### src/logic/sonata_cfg.svh
////////////////////////////////////////////////////////////////////////////
// Peripheral subsystem configuration
// Bus widths, device windows and register offsets
////////////////////////////////////////////////////////////////////////////
`ifndef SONATA_CFG_SVH
`define SONATA_CFG_SVH

`define SONATA_BUS_ADDR_W  32
`define SONATA_BUS_DATA_W  32
`define SONATA_BUS_BE_W    4
`define SONATA_DEV_OFFS_W  12   // Offset inside a 4 KiB window

`define SONATA_GPI_W       13
`define SONATA_GPO_W       24
`define SONATA_PWM_W       12   // PWM channel count
`define SONATA_PWM_CTR_W   8

`define SONATA_GPIO_BASE   32'h8000_0000
`define SONATA_PWM_BASE    32'h8000_1000
`define SONATA_TIMER_BASE  32'h8000_2000

// Register offsets inside each window
`define SONATA_GPIO_OUT_OFFS         12'h000
`define SONATA_GPIO_IN_OFFS          12'h004
`define SONATA_PWM_PERIOD_OFFS       12'h000
`define SONATA_PWM_DUTY_OFFS         12'h004   // First duty, one word per channel
`define SONATA_TIMER_MTIME_LO_OFFS    12'h000
`define SONATA_TIMER_MTIME_HI_OFFS    12'h004
`define SONATA_TIMER_MTIMECMP_LO_OFFS 12'h008
`define SONATA_TIMER_MTIMECMP_HI_OFFS 12'h00C

`endif

### src/logic/bus_pkg.sv
////////////////////////////////////////////////////////////////////////////
// Register bus types
// Address, data, byte enables, operation and device select
////////////////////////////////////////////////////////////////////////////
`include "sonata_cfg.svh"

package bus_pkg;

  typedef logic [`SONATA_BUS_ADDR_W-1:0] addr_t;
  typedef logic [`SONATA_BUS_DATA_W-1:0] data_t;
  typedef logic [`SONATA_BUS_BE_W-1:0]   be_t;
  typedef logic [`SONATA_DEV_OFFS_W-1:0] offs_t;   // Offset inside a device window

  // Host operation
  typedef enum logic {
    OP_READ,
    OP_WRITE
  } bus_op_e;

  // Target of a decoded request
  typedef enum logic [1:0] {
    DEV_GPIO,
    DEV_PWM,
    DEV_TIMER,
    DEV_NONE   // Unmapped, answered with an error
  } dev_sel_e;

endpackage

### src/logic/periph_pkg.sv
////////////////////////////////////////////////////////////////////////////
// Peripheral register types
// Pin vectors, PWM counter width and timer register map
////////////////////////////////////////////////////////////////////////////
`include "sonata_cfg.svh"

package periph_pkg;

  typedef logic [`SONATA_GPI_W-1:0]     gpi_t;
  typedef logic [`SONATA_GPO_W-1:0]     gpo_t;
  typedef logic [`SONATA_PWM_W-1:0]     pwm_t;
  typedef logic [`SONATA_PWM_CTR_W-1:0] pwm_ctr_t;

  // Machine time and compare
  typedef logic [63:0] time_t;

  // Timer registers, value equals offset bits 3..2
  typedef enum logic [1:0] {
    TMR_MTIME_LO,
    TMR_MTIME_HI,
    TMR_MTIMECMP_LO,
    TMR_MTIMECMP_HI
  } timer_reg_e;

endpackage

### src/logic/bus_xbar.sv
////////////////////////////////////////////////////////////////////////////
// Register bus decoder
// Routes each request to one device and muxes the response back
////////////////////////////////////////////////////////////////////////////
`timescale 1ns/1ps
`include "sonata_cfg.svh"

module bus_xbar (
  input  logic              clk_sys_i,
  input  logic              rst_i,
  // Host side
  input  logic              req_i,
  input  bus_pkg::bus_op_e  op_i,
  input  bus_pkg::addr_t    addr_i,
  input  bus_pkg::be_t      be_i,
  input  bus_pkg::data_t    wdata_i,
  output logic              rvalid_o,
  output bus_pkg::data_t    rdata_o,
  output logic              err_o,
  // Device side
  output logic              gpio_req_o,
  output logic              pwm_req_o,
  output logic              timer_req_o,
  output bus_pkg::bus_op_e  dev_op_o,
  output bus_pkg::offs_t    dev_offs_o,
  output bus_pkg::be_t      dev_be_o,
  output bus_pkg::data_t    dev_wdata_o,
  input  logic              gpio_rvalid_i,
  input  bus_pkg::data_t    gpio_rdata_i,
  input  logic              pwm_rvalid_i,
  input  bus_pkg::data_t    pwm_rdata_i,
  input  logic              timer_rvalid_i,
  input  bus_pkg::data_t    timer_rdata_i
);

  bus_pkg::addr_t    addr_win;
  bus_pkg::dev_sel_e sel_d;
  bus_pkg::dev_sel_e sel_q;
  bus_pkg::bus_op_e  op_q;
  logic              req_q;
  bus_pkg::data_t    rdata_mux;

  ////////////////////////////////////////////////////////////////////////////
  // Decode

  // Window base of the request address
  assign addr_win = {addr_i[`SONATA_BUS_ADDR_W-1:`SONATA_DEV_OFFS_W],
                     {`SONATA_DEV_OFFS_W{1'b0}}};

  always_comb begin
    if (addr_win == `SONATA_GPIO_BASE) sel_d = bus_pkg::DEV_GPIO;
    else if (addr_win == `SONATA_PWM_BASE) sel_d = bus_pkg::DEV_PWM;
    else if (addr_win == `SONATA_TIMER_BASE) sel_d = bus_pkg::DEV_TIMER;
    else sel_d = bus_pkg::DEV_NONE;
  end

  assign gpio_req_o  = req_i && (sel_d == bus_pkg::DEV_GPIO);
  assign pwm_req_o   = req_i && (sel_d == bus_pkg::DEV_PWM);
  assign timer_req_o = req_i && (sel_d == bus_pkg::DEV_TIMER);

  assign dev_op_o    = op_i;
  assign dev_offs_o  = addr_i[`SONATA_DEV_OFFS_W-1:0];
  assign dev_be_o    = be_i;
  assign dev_wdata_o = wdata_i;

  // Select and op for the response cycle
  always_ff @(posedge clk_sys_i) begin
    if (rst_i) begin
      req_q <= 1'b0;
      sel_q <= bus_pkg::DEV_NONE;
      op_q  <= bus_pkg::OP_READ;
    end else begin
      req_q <= req_i;
      sel_q <= sel_d;
      op_q  <= op_i;
    end
  end

  ////////////////////////////////////////////////////////////////////////////
  // Response mux

  always_comb begin
    rvalid_o  = 1'b0;
    err_o     = 1'b0;
    rdata_mux = '0;
    case (sel_q)
      bus_pkg::DEV_GPIO: begin
        rvalid_o  = gpio_rvalid_i;
        rdata_mux = gpio_rdata_i;
      end
      bus_pkg::DEV_PWM: begin
        rvalid_o  = pwm_rvalid_i;
        rdata_mux = pwm_rdata_i;
      end
      bus_pkg::DEV_TIMER: begin
        rvalid_o  = timer_rvalid_i;
        rdata_mux = timer_rdata_i;
      end
      default: begin
        rvalid_o = req_q;   // Error answered here
        err_o    = req_q;
      end
    endcase
  end

  // Writes and errors return zero data
  assign rdata_o = (rvalid_o && op_q == bus_pkg::OP_READ) ? rdata_mux : '0;

endmodule

### src/logic/gpio_regs.sv
////////////////////////////////////////////////////////////////////////////
// GPIO register block
// Byte-writable outputs and two-flop synchronised inputs
////////////////////////////////////////////////////////////////////////////
`timescale 1ns/1ps
`include "sonata_cfg.svh"

module gpio_regs (
  input  logic              clk_sys_i,
  input  logic              rst_i,
  input  logic              req_i,
  input  bus_pkg::bus_op_e  op_i,
  input  bus_pkg::offs_t    offs_i,
  input  bus_pkg::be_t      be_i,
  input  bus_pkg::data_t    wdata_i,
  input  periph_pkg::gpi_t  gp_i,
  output logic              rvalid_o,
  output bus_pkg::data_t    rdata_o,
  output periph_pkg::gpo_t  gp_o
);

  periph_pkg::gpi_t gpi_meta_q;
  periph_pkg::gpi_t gpi_sync_q;
  periph_pkg::gpo_t gpo_q;
  bus_pkg::data_t   rdata_d;
  logic             wr_en;
  logic             rd_en;

  assign wr_en = req_i && op_i == bus_pkg::OP_WRITE && offs_i == `SONATA_GPIO_OUT_OFFS;
  assign rd_en = req_i && op_i == bus_pkg::OP_READ;

  // Input synchroniser
  always_ff @(posedge clk_sys_i) begin
    gpi_meta_q <= gp_i;
    gpi_sync_q <= gpi_meta_q;
  end

  // Output register, one lane per enabled byte
  always_ff @(posedge clk_sys_i) begin
    if (rst_i) begin
      gpo_q <= '0;
    end else if (wr_en) begin
      for (int b = 0; b < `SONATA_GPO_W / 8; b++) begin
        if (be_i[b]) gpo_q[b*8 +: 8] <= wdata_i[b*8 +: 8];
      end
    end
  end

  always_comb begin
    case (offs_i)
      `SONATA_GPIO_OUT_OFFS: rdata_d = bus_pkg::data_t'(gpo_q);
      `SONATA_GPIO_IN_OFFS:  rdata_d = bus_pkg::data_t'(gpi_sync_q);
      default:               rdata_d = '0;   // Unknown offset reads zero
    endcase
  end

  always_ff @(posedge clk_sys_i) begin
    if (rst_i) rvalid_o <= 1'b0;
    else       rvalid_o <= req_i;
  end

  always_ff @(posedge clk_sys_i) begin
    if (rd_en) rdata_o <= rdata_d;
  end

  assign gp_o = gpo_q;

endmodule

### src/logic/pwm_regs.sv
////////////////////////////////////////////////////////////////////////////
// PWM register block
// Shared wrapping period counter and one duty compare per channel
////////////////////////////////////////////////////////////////////////////
`timescale 1ns/1ps
`include "sonata_cfg.svh"

module pwm_regs (
  input  logic              clk_sys_i,
  input  logic              rst_i,
  input  logic              req_i,
  input  bus_pkg::bus_op_e  op_i,
  input  bus_pkg::offs_t    offs_i,
  input  bus_pkg::be_t      be_i,
  input  bus_pkg::data_t    wdata_i,
  output logic              rvalid_o,
  output bus_pkg::data_t    rdata_o,
  output periph_pkg::pwm_t  pwm_o
);

  periph_pkg::pwm_ctr_t           period_q;
  periph_pkg::pwm_ctr_t           ctr_q;
  periph_pkg::pwm_ctr_t           duty_q [`SONATA_PWM_W];
  bus_pkg::offs_t                 duty_offs;
  logic [`SONATA_DEV_OFFS_W-3:0]  duty_idx;   // Word index from first duty
  logic                           duty_hit;
  logic                           wr_en;
  bus_pkg::data_t                 rdata_d;

  assign wr_en     = req_i && op_i == bus_pkg::OP_WRITE && be_i[0];
  assign duty_offs = offs_i - `SONATA_PWM_DUTY_OFFS;
  assign duty_idx  = duty_offs[`SONATA_DEV_OFFS_W-1:2];
  assign duty_hit  = offs_i >= `SONATA_PWM_DUTY_OFFS && offs_i[1:0] == 2'b00 &&
                     duty_idx < `SONATA_PWM_W;

  ////////////////////////////////////////////////////////////////////////////
  // Registers and counter

  always_ff @(posedge clk_sys_i) begin
    if (rst_i) begin
      period_q <= '1;
      ctr_q    <= '0;
      for (int c = 0; c < `SONATA_PWM_W; c++) duty_q[c] <= '0;
    end else begin
      ctr_q <= (ctr_q >= period_q) ? '0 : ctr_q + 1'b1;   // period+1 clocks per cycle
      if (wr_en && offs_i == `SONATA_PWM_PERIOD_OFFS) begin
        period_q <= wdata_i[`SONATA_PWM_CTR_W-1:0];
      end
      for (int c = 0; c < `SONATA_PWM_W; c++) begin
        if (wr_en && duty_hit && duty_idx == (`SONATA_DEV_OFFS_W-2)'(c)) begin
          duty_q[c] <= wdata_i[`SONATA_PWM_CTR_W-1:0];
        end
      end
    end
  end

  // High while the counter is below duty
  always_comb begin
    for (int c = 0; c < `SONATA_PWM_W; c++) pwm_o[c] = ctr_q < duty_q[c];
  end

  ////////////////////////////////////////////////////////////////////////////
  // Read back

  always_comb begin
    rdata_d = '0;
    if (offs_i == `SONATA_PWM_PERIOD_OFFS) rdata_d = bus_pkg::data_t'(period_q);
    for (int c = 0; c < `SONATA_PWM_W; c++) begin
      if (duty_hit && duty_idx == (`SONATA_DEV_OFFS_W-2)'(c)) begin
        rdata_d = bus_pkg::data_t'(duty_q[c]);
      end
    end
  end

  always_ff @(posedge clk_sys_i) begin
    if (rst_i) rvalid_o <= 1'b0;
    else       rvalid_o <= req_i;
  end

  always_ff @(posedge clk_sys_i) begin
    if (req_i && op_i == bus_pkg::OP_READ) rdata_o <= rdata_d;
  end

endmodule

### src/logic/timer_regs.sv
////////////////////////////////////////////////////////////////////////////
// Machine timer
// Free-running 64-bit mtime with compare and timer interrupt
////////////////////////////////////////////////////////////////////////////
`timescale 1ns/1ps
`include "sonata_cfg.svh"

module timer_regs (
  input  logic              clk_sys_i,
  input  logic              rst_i,
  input  logic              req_i,
  input  bus_pkg::bus_op_e  op_i,
  input  bus_pkg::offs_t    offs_i,
  input  bus_pkg::be_t      be_i,
  input  bus_pkg::data_t    wdata_i,
  output logic              rvalid_o,
  output bus_pkg::data_t    rdata_o,
  output logic              timer_irq_o
);

  localparam int W = `SONATA_BUS_DATA_W;

  periph_pkg::time_t      mtime_q;
  periph_pkg::time_t      mtimecmp_q;
  periph_pkg::timer_reg_e reg_sel;
  logic                   reg_hit;
  logic                   wr_en;
  bus_pkg::data_t         wmask;
  bus_pkg::data_t         rdata_d;

  // Keep the old bits of disabled lanes
  function automatic bus_pkg::data_t merge(bus_pkg::data_t old_val, bus_pkg::data_t mask,
                                           bus_pkg::data_t new_val);
    return (old_val & ~mask) | (new_val & mask);
  endfunction

  always_comb begin
    reg_hit = 1'b1;
    reg_sel = periph_pkg::TMR_MTIME_LO;
    case (offs_i)
      `SONATA_TIMER_MTIME_LO_OFFS:    reg_sel = periph_pkg::TMR_MTIME_LO;
      `SONATA_TIMER_MTIME_HI_OFFS:    reg_sel = periph_pkg::TMR_MTIME_HI;
      `SONATA_TIMER_MTIMECMP_LO_OFFS: reg_sel = periph_pkg::TMR_MTIMECMP_LO;
      `SONATA_TIMER_MTIMECMP_HI_OFFS: reg_sel = periph_pkg::TMR_MTIMECMP_HI;
      default:                        reg_hit = 1'b0;
    endcase
    for (int b = 0; b < `SONATA_BUS_BE_W; b++) wmask[b*8 +: 8] = {8{be_i[b]}};
  end

  assign wr_en = req_i && op_i == bus_pkg::OP_WRITE && reg_hit;

  always_ff @(posedge clk_sys_i) begin
    if (rst_i) begin
      mtime_q    <= '0;
      mtimecmp_q <= '1;
    end else begin
      // A written cycle does not count
      if (wr_en && reg_sel == periph_pkg::TMR_MTIME_LO) begin
        mtime_q[W-1:0] <= merge(mtime_q[W-1:0], wmask, wdata_i);
      end else if (wr_en && reg_sel == periph_pkg::TMR_MTIME_HI) begin
        mtime_q[2*W-1:W] <= merge(mtime_q[2*W-1:W], wmask, wdata_i);
      end else begin
        mtime_q <= mtime_q + 1'b1;
      end
      if (wr_en && reg_sel == periph_pkg::TMR_MTIMECMP_LO) begin
        mtimecmp_q[W-1:0] <= merge(mtimecmp_q[W-1:0], wmask, wdata_i);
      end
      if (wr_en && reg_sel == periph_pkg::TMR_MTIMECMP_HI) begin
        mtimecmp_q[2*W-1:W] <= merge(mtimecmp_q[2*W-1:W], wmask, wdata_i);
      end
    end
  end

  always_comb begin
    case (reg_sel)
      periph_pkg::TMR_MTIME_LO:    rdata_d = mtime_q[W-1:0];
      periph_pkg::TMR_MTIME_HI:    rdata_d = mtime_q[2*W-1:W];
      periph_pkg::TMR_MTIMECMP_LO: rdata_d = mtimecmp_q[W-1:0];
      default:                     rdata_d = mtimecmp_q[2*W-1:W];
    endcase
    if (!reg_hit) rdata_d = '0;
  end

  always_ff @(posedge clk_sys_i) begin
    if (rst_i) rvalid_o <= 1'b0;
    else       rvalid_o <= req_i;
  end

  always_ff @(posedge clk_sys_i) begin
    if (req_i && op_i == bus_pkg::OP_READ) rdata_o <= rdata_d;
  end

  assign timer_irq_o = mtime_q >= mtimecmp_q;   // Level, held until cmp moves

endmodule

### src/logic/sonata_periph_top.sv
////////////////////////////////////////////////////////////////////////////
// Peripheral subsystem top
// One register bus host port feeding GPIO, PWM and timer
////////////////////////////////////////////////////////////////////////////
`timescale 1ns/1ps

module sonata_periph_top (
  input  logic              clk_sys_i,
  input  logic              rst_i,
  input  logic              req_i,
  input  bus_pkg::bus_op_e  op_i,
  input  bus_pkg::addr_t    addr_i,
  input  bus_pkg::be_t      be_i,
  input  bus_pkg::data_t    wdata_i,
  output logic              rvalid_o,
  output bus_pkg::data_t    rdata_o,
  output logic              err_o,
  input  periph_pkg::gpi_t  gp_i,
  output periph_pkg::gpo_t  gp_o,
  output periph_pkg::pwm_t  pwm_o,
  output logic              timer_irq_o
);

  // Shared request fields
  logic             gpio_req, pwm_req, timer_req;
  bus_pkg::bus_op_e dev_op;
  bus_pkg::offs_t   dev_offs;
  bus_pkg::be_t     dev_be;
  bus_pkg::data_t   dev_wdata;

  // Per-device responses
  logic             gpio_rvalid, pwm_rvalid, timer_rvalid;
  bus_pkg::data_t   gpio_rdata;
  bus_pkg::data_t   pwm_rdata;
  bus_pkg::data_t   timer_rdata;

  bus_xbar u_xbar (
    .clk_sys_i, .rst_i,
    .req_i, .op_i, .addr_i, .be_i, .wdata_i,
    .rvalid_o, .rdata_o, .err_o,
    .gpio_req_o    (gpio_req),
    .pwm_req_o     (pwm_req),
    .timer_req_o   (timer_req),
    .dev_op_o      (dev_op),
    .dev_offs_o    (dev_offs),
    .dev_be_o      (dev_be),
    .dev_wdata_o   (dev_wdata),
    .gpio_rvalid_i (gpio_rvalid),
    .gpio_rdata_i  (gpio_rdata),
    .pwm_rvalid_i  (pwm_rvalid),
    .pwm_rdata_i   (pwm_rdata),
    .timer_rvalid_i(timer_rvalid),
    .timer_rdata_i (timer_rdata)
  );

  gpio_regs u_gpio (
    .clk_sys_i, .rst_i,
    .req_i   (gpio_req),
    .op_i    (dev_op),
    .offs_i  (dev_offs),
    .be_i    (dev_be),
    .wdata_i (dev_wdata),
    .gp_i,
    .rvalid_o(gpio_rvalid),
    .rdata_o (gpio_rdata),
    .gp_o
  );

  pwm_regs u_pwm (
    .clk_sys_i, .rst_i,
    .req_i   (pwm_req),
    .op_i    (dev_op),
    .offs_i  (dev_offs),
    .be_i    (dev_be),
    .wdata_i (dev_wdata),
    .rvalid_o(pwm_rvalid),
    .rdata_o (pwm_rdata),
    .pwm_o
  );

  timer_regs u_timer (
    .clk_sys_i, .rst_i,
    .req_i   (timer_req),
    .op_i    (dev_op),
    .offs_i  (dev_offs),
    .be_i    (dev_be),
    .wdata_i (dev_wdata),
    .rvalid_o(timer_rvalid),
    .rdata_o (timer_rdata),
    .timer_irq_o
  );

endmodule

### config.mk
export PLATFORM = sky130hd
export DESIGN_NAME = sonata_periph_top
export DESIGN_NICKNAME = d
export VERILOG_FILES = /design/src/logic/bus_pkg.sv /design/src/logic/periph_pkg.sv /design/src/logic/bus_xbar.sv /design/src/logic/gpio_regs.sv /design/src/logic/pwm_regs.sv /design/src/logic/timer_regs.sv /design/src/logic/sonata_periph_top.sv
export VERILOG_INCLUDE_DIRS = /design/src /design/src/logic
export SDC_FILE = /design/constraint.sdc
export NUM_CORES = 1
export LEC_CHECK = 0
export ABC_AREA = 1
export BUFFER_PORTS_ARGS = -buffer_cell sky130_fd_sc_hd__buf_4
export CELL_PAD_IN_SITES_DETAIL_PLACEMENT = 1
export CELL_PAD_IN_SITES_GLOBAL_PLACEMENT = 2
export CORE_MARGIN = 1.5
export CORE_UTILIZATION = 37
export DETAILED_ROUTE_END_ITERATION = 16
export GPL_TIMING_DRIVEN = 0
export PLACE_DENSITY = 0.81
export SLEW_MARGIN = 25
export SYNTH_ARGS = -nofsm -noshare
export SYNTH_HDL_FRONTEND = slang
export SYNTH_SLANG_ARGS = --single-unit
### constraint.sdc
create_clock -name clk_sys_i -period 3.4 [get_ports clk_sys_i]
set_input_delay 0.17 -clock clk_sys_i [delete_from_list [all_inputs] [get_ports clk_sys_i]]
set_output_delay 0.17 -clock clk_sys_i [all_outputs]
set_load 0.02 [all_outputs]
=== After elaboration in Yosys (flattened, before gate mapping) ===
Memory sizes are Yosys's and may differ from the RTL's.
Index checks and enable logic that the tools add are counted.

* Equal/unequal tests: 25
* Mux-type cells: 77
* Reduce and logical (&&, ||, !) cells: 58
* Order comparisons: 16
* Bitwise logic cells: 24
* Add/subtract/negate cells: 3

{| class="wikitable"
|+ Operators by type and width
! cell !! number
|-
| 2-to-1 mux 8 bit || 25
|-
| case mux 32 bit (3 select lines) || 2
|-
| bitwise AND 32 bit || 5
|-
| 2-to-1 mux 32 bit || 4
|-
| OR 32 bit || 4
|-
| < comparator 8 bit || 12
|-
| adder 64 x 1 -> 64 bit, second input constant || 1
|-
| >= comparator 64 bit || 1
|-
| == test 20 bit, second input constant || 3
|-
| case mux 24 bit (2 select lines) || 1
|-
| logical AND 1 bit || 45
|-
| 2-to-1 mux 1 bit || 41
|-
| == test 10 x 3 -> 1 bit, second input constant || 4
|-
| == test 10 x 4 -> 1 bit, second input constant || 4
|-
| inverter 32 bit || 1
|-
| == test 12 x 4 -> 1 bit, second input constant || 2
|-
| == test 10 x 2 -> 1 bit, second input constant || 2
|-
| == test 12 x 3 -> 1 bit, second input constant || 1
|-
| >= comparator 12 x 3 -> 1 bit, second input constant || 1
|-
| logical NOT 12 bit || 1
|-
| OR 1 bit || 12
|-
| OR reduction 12 bit || 1
|-
| subtractor 12 x 3 -> 12 bit, second input constant || 1
|-
| == test 10 x 1 -> 1 bit, second input constant || 1
|-
| other kinds (16) || 28
|}

* Logic and storage cells: 225
* Memories kept: 1
* Memory bits (writable): 96
* Register bits after elaboration: 297

{| class="wikitable"
|+ Memory list
! memory !! depth !! bits a word !! read ports !! clocked after memory_dff !! wr ports !! RTL line !! text
|-
| u_pwm.duty_q || 12 || 8 || 12 || 0 || 12 || pwm_regs.sv:23 || <nowiki>periph_pkg::pwm_ctr_t duty_q [`SONATA_PWM_W];</nowiki>
|}

=== Logic depth before layout (Yosys ltp) ===
Gate-level depths: netlist (run 1).

* Depth after elaboration: 16
* Depth in mapped cells: 23

=== By module ===
From an unflattened synthesis (run 1), not the netlist that was laid out.

* Cells, all modules: 3296
* Area total of the unflattened synthesis: 23779.1 um2

{| class="wikitable"
|+ Modules (own cells, without submodules)
! module !! area each (um2) !! times used !! cells an instance !! sequential area each (um2)
|-
| timer_regs || 11736.3 || 1 || 1810 || 3543.4
|-
| pwm_regs || 7947.6 || 1 || 942 || 3463.3
|-
| gpio_regs || 2643.8 || 1 || 271 || 1741.7
|-
| bus_xbar || 1451.4 || 1 || 273 || 80.1
|}

=== Least setup slack after synthesis (run 1) ===
Ideal clock, no wire load.

* Kind: input -> register
* From: in addr_i[15]
* To: reg u_timer.rdata_o[0] (enable)
* Setup time: 421 ps
* Buffers on the path: 0
* Cell stages on the path: 6
* Data required time: 2979 ps
* Data arrival time: 2417 ps
* Slack: 562 ps
* Cell sequence: or2_1 nor2_1 inv_1 nor4_1 inv_1 nor2_1

* Word-level cells in the longest chain between the ends: 7
* Elaborated cells on any way between the ends: 9
* Classes of those cells: 4 x eq/ne; 3 x mux; 2 x reduce/logical

{| class="wikitable"
|+ RTL lines
! what !! RTL line !! text
|-
| from (decl) || sonata_periph_top.sv:12 || <nowiki>input bus_pkg::addr_t addr_i,</nowiki>
|-
| == test 20 bit (no line) || -- ||
|-
| 2-to-1 mux 1 bit || bus_xbar.sv:53 || <nowiki>else if (addr_win == `SONATA_TIMER_BASE) sel_d = bus_pkg::DEV_TIMER;</nowiki>
|-
| 2-to-1 mux 2 bit || bus_xbar.sv:52 || <nowiki>else if (addr_win == `SONATA_PWM_BASE) sel_d = bus_pkg::DEV_PWM;</nowiki>
|-
| 2-to-1 mux 2 bit * || bus_xbar.sv:51 || <nowiki>if (addr_win == `SONATA_GPIO_BASE) sel_d = bus_pkg::DEV_GPIO;</nowiki>
|-
| == test 2 bit * || bus_xbar.sv:59 || <nowiki>assign timer_req_o = req_i && (sel_d == bus_pkg::DEV_TIMER);</nowiki>
|-
| logical AND 1 bit * || bus_xbar.sv:59 ||
|-
| logical AND 1 bit * || timer_regs.sv:90 || <nowiki>if (req_i && op_i == bus_pkg::OP_READ) rdata_o <= rdata_d;</nowiki>
|-
| to (signal assigned) || timer_regs.sv:90 ||
|-
| to (decl) || timer_regs.sv:17 || <nowiki>output bus_pkg::data_t rdata_o,</nowiki>
|}

Every way passes the cells marked *; elsewhere a longest branch is shown, timed or not.
A chain may end at the register's enable or synchronous reset.

==> results of run 1 <==
==> metal layers <==
layer | GRT usage, % | vias to the layer above
met1 | 47.5 | 10500
met2 | 45.9 | 746
met3 | 6.09 | 91
li1 | - | 9608
met5 | 0 | -
met4 | 6.05 | 0
==> how the worst max path moves through the flow <==
stage | start | to | cells after the start
floorplan | addr_i[15] | u_timer.rdata_o[0] | 6
global placement | addr_i[15] | u_timer.rdata_o[26] | 7
detailed placement | addr_i[21] | flop | 13
CTS | flop | flop | 10
global route | u_pwm.ctr_q[1] | pwm_o[9] | 10
finish | addr_i[12] | flop | 10
==> synth_stat cells (all sizes together), types with 53 or more instances <==
| cell | n |
|---|---|
| o221ai | 83 |
| inv | 387 |
| o21ai | 133 |
| edfxtp | 160 |
| dfxtp | 201 |
| clkbuf | 82 |
| nand2 | 487 |
| nand3 | 97 |
| xor2 | 53 |
| nor2 | 291 |
| ha | 158 |
| a21oi | 184 |
==> layout make-up <==
| class | count | area share [%] |
|---|---|---|
| Clock inverter | 17 | 0.825 |
| Sequential cell | 361 | 34.9 |
| Inverter | 387 | 5.74 |
| Timing Repair Buffer | 201 | 6.60 |
| Multi-Input combinational cell | 1805 | 41.8 |
| Clock buffer | 64 | 4.68 |
| Buffer | 102 | 1.76 |
| Tap cell | 756 | 3.73 |
==> cell families after synthesis <==
| group | after synthesis | synth area share (%) |
|---|---|---|
| buffers and inverters | 489 | 8.92 |
| adders and majority gates | 158 | 9.29 |
| and+or+nand+nor | 1019 | 20.9 |
| AOI/OAI and AO/OA | 568 | 17.0 |
| xor gates and xnor gates | 60 | 2.47 |
| DFF | 361 | 41.5 |
==> what timing repair did <==
item | in CTS | in global routing
hold buffers | 49 | 0
setup endpoints to repair | 10 | 3
setup buffers | 0 | 0
endpoints found under the hold margin | 69 | 0
resized for setup | 5 | 3
gates cloned | 0 | 0
==> power by group through the flow <==
stage / clock network (uW) / registers [uW] / logic, uW
6_report: 4720 / 4660 / 644
5_1_grt: 4920 / 4670 / 701
4_1_cts: 4760 / 4660 / 637
3_5_place_dp: 0 / 4760 / 587
3_3_place_gp: 0 / 4750 / 563
2_1_floorplan: 0 / 4730 / 298
==> cell usage in the layout, fill, tap and decap left out, types with 83 or more instances in the layout <==
cell type    n
buf_4      155
nand2_1    480
o21ai_0    106
a21oi_1    181
inv_1      374
edfxtp_1   160
nor2_1     274
dfxtp_1    197
nand3_1     94
o221ai_1    83
ha_1       158
clkbuf_1   100
==> critical path: stages <==
cell and delay, ps:
dlygate4sd3_1 540, buf_4 150, nor2_1 150, nand2_1 90, nor3_1 610, nand3_1 750, inv_2 610, buf_2 430
o21ai_1 160, a21oi_1 200
==> through the flow <==
stage                     TNS, ps  cell area [sq um]
after global routing            0              25300
after floorplan                 0              21300
after CTS                       0              25300
after global placement     -25760              23300
after detailed placement    -5590              23400
final                           0              25300
==> impl_metrics.toml, run 1 <==
[sta]
finalCriticalPeriod_ps = 3380
timing.fmax_mhz = 296
rsz0062_at_grt = "no"
timing.slew.headroom_pct = 27.1
worst_slew_pin_slew_ps = 1080
setup_ws_ps = 16.0
final-hold-violation-count = 0
fin_skew_ps = 13.2
slew_violations = 0
setup_viol = 0
whs_ps = 60.2
fin_crit_sh_pct = 99.5

[worst_setup_path]
path_max_fanout = 10
worst_ep_required_time_ps = 3910
critPathArrivalTime_ps = 3890
rrSetupSlack_ps = 140
crit_path_end_kind = "flop"
criticalPathCategory = "primary input to flop"
r2r_cells = 11
critPathLaunchType = "primary input"

[die]
num_io_pins = 156
die_height_um = 243
die_x_um = 243
core_area_sq_um = 56600
start_util_pct = 37.6
dieArea_sq_um = 58900
rows = 87

[min_path]
min_to = "u_xbar.sel_q[1]"
hold_class = "primary input to flop"
hold_path_startpoint = "addr_i[15]"
holdPathStages = 4

[power_and_ir_drop]
pwr_density_cell_nw_per_um2 = 396
comb_power_share_pct = 6.4
p_int_uw = 7550
p_clk_share_pct = 47.1
swShare_pct = 24.7
power_uw = 10000
leakagePower_uw = 0.0111
switching_power_uw = 2480
irDropWorstVdd_mv = 0.318
seqPwrFrac_pct = 46.5

[final_layout]
nets = 3145
fillCellCount = 6891
utilization_pct = 44.8
final_layout_size_suffix_gt1_share_pct = 10.0
instances_no_fill = 3693
multi_input_area_sq_um = 10600
syn_to_final_growth_pct = 19.1
seq_area_sq_um = 8830
antenna_cells = 0

[synthesis]
avgSynthCellArea_sq_um = 8.01
netlist.area_leader.share_pct = 22.6
ys_top_cells_by_area = "edfxtp_1, dfxtp_1, ha_1"
yosysWarnings = 0
ys_dominant_reg_cell = "dfxtp_1"
syn-num-nets = 2898
synth_edf_count = 160
synthArstFlopShare_pct = 0
yosys.area.top_type = "edfxtp_1"
postSynthCellCount = 2655
ys_seq_elements = 361
ys_types = 54
synth_area_sq_um = 21300
seq_area_frac_synth_pct = 41.5

[place]
dp_hpwl_um = 74500
gp_congestion = 0.953
numPortBuffers = 149
dpl.cell_count = 3562
place_worst_setup_slack_ps = -381

[clock_network]
clkTransAtPathRegs_ps = 60
cts_num_sinks = 361
insertion_delay_ps = 600
ctsRootBufferMaster = "clkbuf_16"
ctsLongestPathBuffers = 3
cts_tree = "built"
numCtsBuffers = 44
cts_max_level = 2

[job]
maxCapViolCount = 0

[grt]
antenna_found_initial = 0
overflow = 0
grt_start_max_net_pins = 25
grt_pass1_wl_um = 137000
grt_pass1_vias = 21000
groute.usage.overall_pct = 31.3

[routing]
num_vias = 21000
routedWlPerCell_um = 25.4
top_layer_used = "met4"
met2_length_um = 38900
post-route-drc-count = 0
ant_nets = 0
first_iter_violations = 1830
routed_via_density = 5.68
dr_wl_met3_um = 7490
wl_um = 93900
drtPass1Iterations = 5
wirelength_met1_um = 45900

[outcome]
status = "complete, no violations"
No activity file was read; power rests on OpenSTA's default activity.
==> inputs of run 2 (changes only) <==
SETUP_SLACK_MARGIN = 0.15   (was default)
==> run 2 against run 1 <==
Effect of this change: fmax up 4.0%; clock skew about the same; design area up 0.19%; utilization up 0.086 points; highest routed layer unchanged; die area unchanged; worst hold slack better by 9.0 ps.
==> impl_metrics.toml, run 2 (synthesis gave the netlist of run 1 again) <==
[clock_network]
cts_num_sinks = 361
ctsLongestPathBuffers = 3
clkTransAtPathRegs_ps = 60
cts_tree = "built"
ctsRootBufferMaster = "clkbuf_16"
numCtsBuffers = 44
cts_max_level = 2
insertion_delay_ps = 600

[worst_setup_path]
crit_buf_inv = 1
critPathArrivalTime_ps = 3730
critPathMaxStageDelay_ps = 580
critPathLaunchType = "flop"
criticalPathCategory = "flop to flop"
path_cells = "inv_1 > nor3_1 > nand2_1 > or3_1 > nor4_1 > xor2_1 > a21oi_1 > a21oi_1"
path_max_fanout = 6
crit_path_top_delay_cell = "nor4_1"
cp_top_family = "simple AND/OR/NAND/NOR gates"
path_common_cell = "a21oi_1"
worst_ep_required_time_ps = 3870
crit_path_end_kind = "flop"

[routing]
ant_nets = 0
post-route-drc-count = 0
wl_um = 93800
num_vias = 21000
routed_via_density = 5.69
routedWlPerCell_um = 25.4
drtPass1Iterations = 5
first_iter_violations = 1820

[min_path]
hold_class = "primary input to flop"

[job]
maxCapViolCount = 0

[place]
gp_congestion = 0.953
numPortBuffers = 149
dp_hpwl_um = 74500
dpl.cell_count = 3562
place_worst_setup_slack_ps = -381
placed_cell_area_sq_um = 23400

[power_and_ir_drop]
leakagePower_uw = 0.0112
pwr_density_cell_nw_per_um2 = 395
irDropWorstVdd_mv = 0.317
power_uw = 10000

[sta]
worst_slew_pin_slew_ps = 1040
setup_viol = 0
rsz0062_at_grt = "yes"
fin_skew_ps = 13.4
slew_violations = 0
fin_crit_sh_pct = 95.7
final-hold-violation-count = 0
finalCriticalPeriod_ps = 3250
timing.slew.headroom_pct = 30.5
timing.fmax_mhz = 307
setup_ws_ps = 146

[final_layout]
layout_common_cells = "nand2_1, inv_1, nor2_1"
syn_to_final_growth_pct = 19.3
final_cell_area_sq_um = 25400
instances_no_fill = 3693
final_common_cell = "nand2_1"
antenna_cells = 0
nets = 3145
final_layout_size_suffix_gt1_share_pct = 10.4
fillCellCount = 6886

[grt]
groute.usage.overall_pct = 31.3
antenna_found_initial = 0
grt_start_max_net_pins = 25
grt_pass1_wl_um = 137000
overflow = 0
grt_pass1_vias = 21100

[die]
dieArea_sq_um = 58900
start_util_pct = 37.6
num_io_pins = 156
rows = 87
core_area_sq_um = 56600
die_height_um = 243
die_x_um = 243

[outcome]
status = "complete, no violations"
==> run 2: worst paths after layout <==
path / start / to / slack (ps) / depth (start not counted)
setup reg to reg: flop / flop / 150 / 8
setup / recovery: flop / flop / 150 / 8
hold / removal: addr_i[15] / u_xbar.sel_q[1] / 70 / 4
hold reg to reg: u_gpio.gpi_meta_q[10] / u_gpio.gpi_sync_q[10] / 330 / 0
==> run 2: power breakdown <==
| part | internal [uW] | switching [uW] |
|---|---|---|
| Clock | 2740 | 1980 |
| Sequential | 4600 | 62.1 |
| Combinational | 213 | 433 |
| Total | 7550 | 2480 |
==> run 2: timing repair <==
item	4_1_cts	5_1_grt
endpoints found under the setup margin	24	22
buffers inserted	0	0
hold buffers	49	0
pin swaps	1	1
gates resized for setup	7	13
hold endpoints to repair	69	0
==> run 2: layer usage <==
metal	wire length (um)	vias up	global-route usage [%]
li1	-	9608	-
met1	45500	10500	47.4
met2	38800	780	45.8
met3	7960	81	6.27
met4	1540	0	6.21
met5	0	-	0
==> run 2: final cells by class <==
class / instances / area (sq um) / share of cell area (%)
Multi-Input combinational cell: 1805 / 10600 / 41.9
Sequential cell: 361 / 8840 / 34.8
Clock buffer: 64 / 1190 / 4.67
Clock inverter: 17 / 209 / 0.823
Buffer: 102 / 448 / 1.76
Inverter: 387 / 1460 / 5.73
Tap cell: 756 / 946 / 3.73
Timing Repair Buffer: 201 / 1670 / 6.58
==> run 2: stage by stage <==
stage          hold WS (ps)  setup TNS (ps)  util [%]
6_report               69.2               0      44.9
5_1_grt                89.5               0      44.9
3_3_place_gp            276          -25760      41.2
3_5_place_dp            276           -5590      41.4
2_1_floorplan           198               0         -
4_1_cts                28.8               0      44.7
==> run 2: worst min-delay path: cells and delay by family <==
kind | cells | cell delay [ps]
and+or+nand+nor | 3 | 380
buffers and inverters | 1 | 70
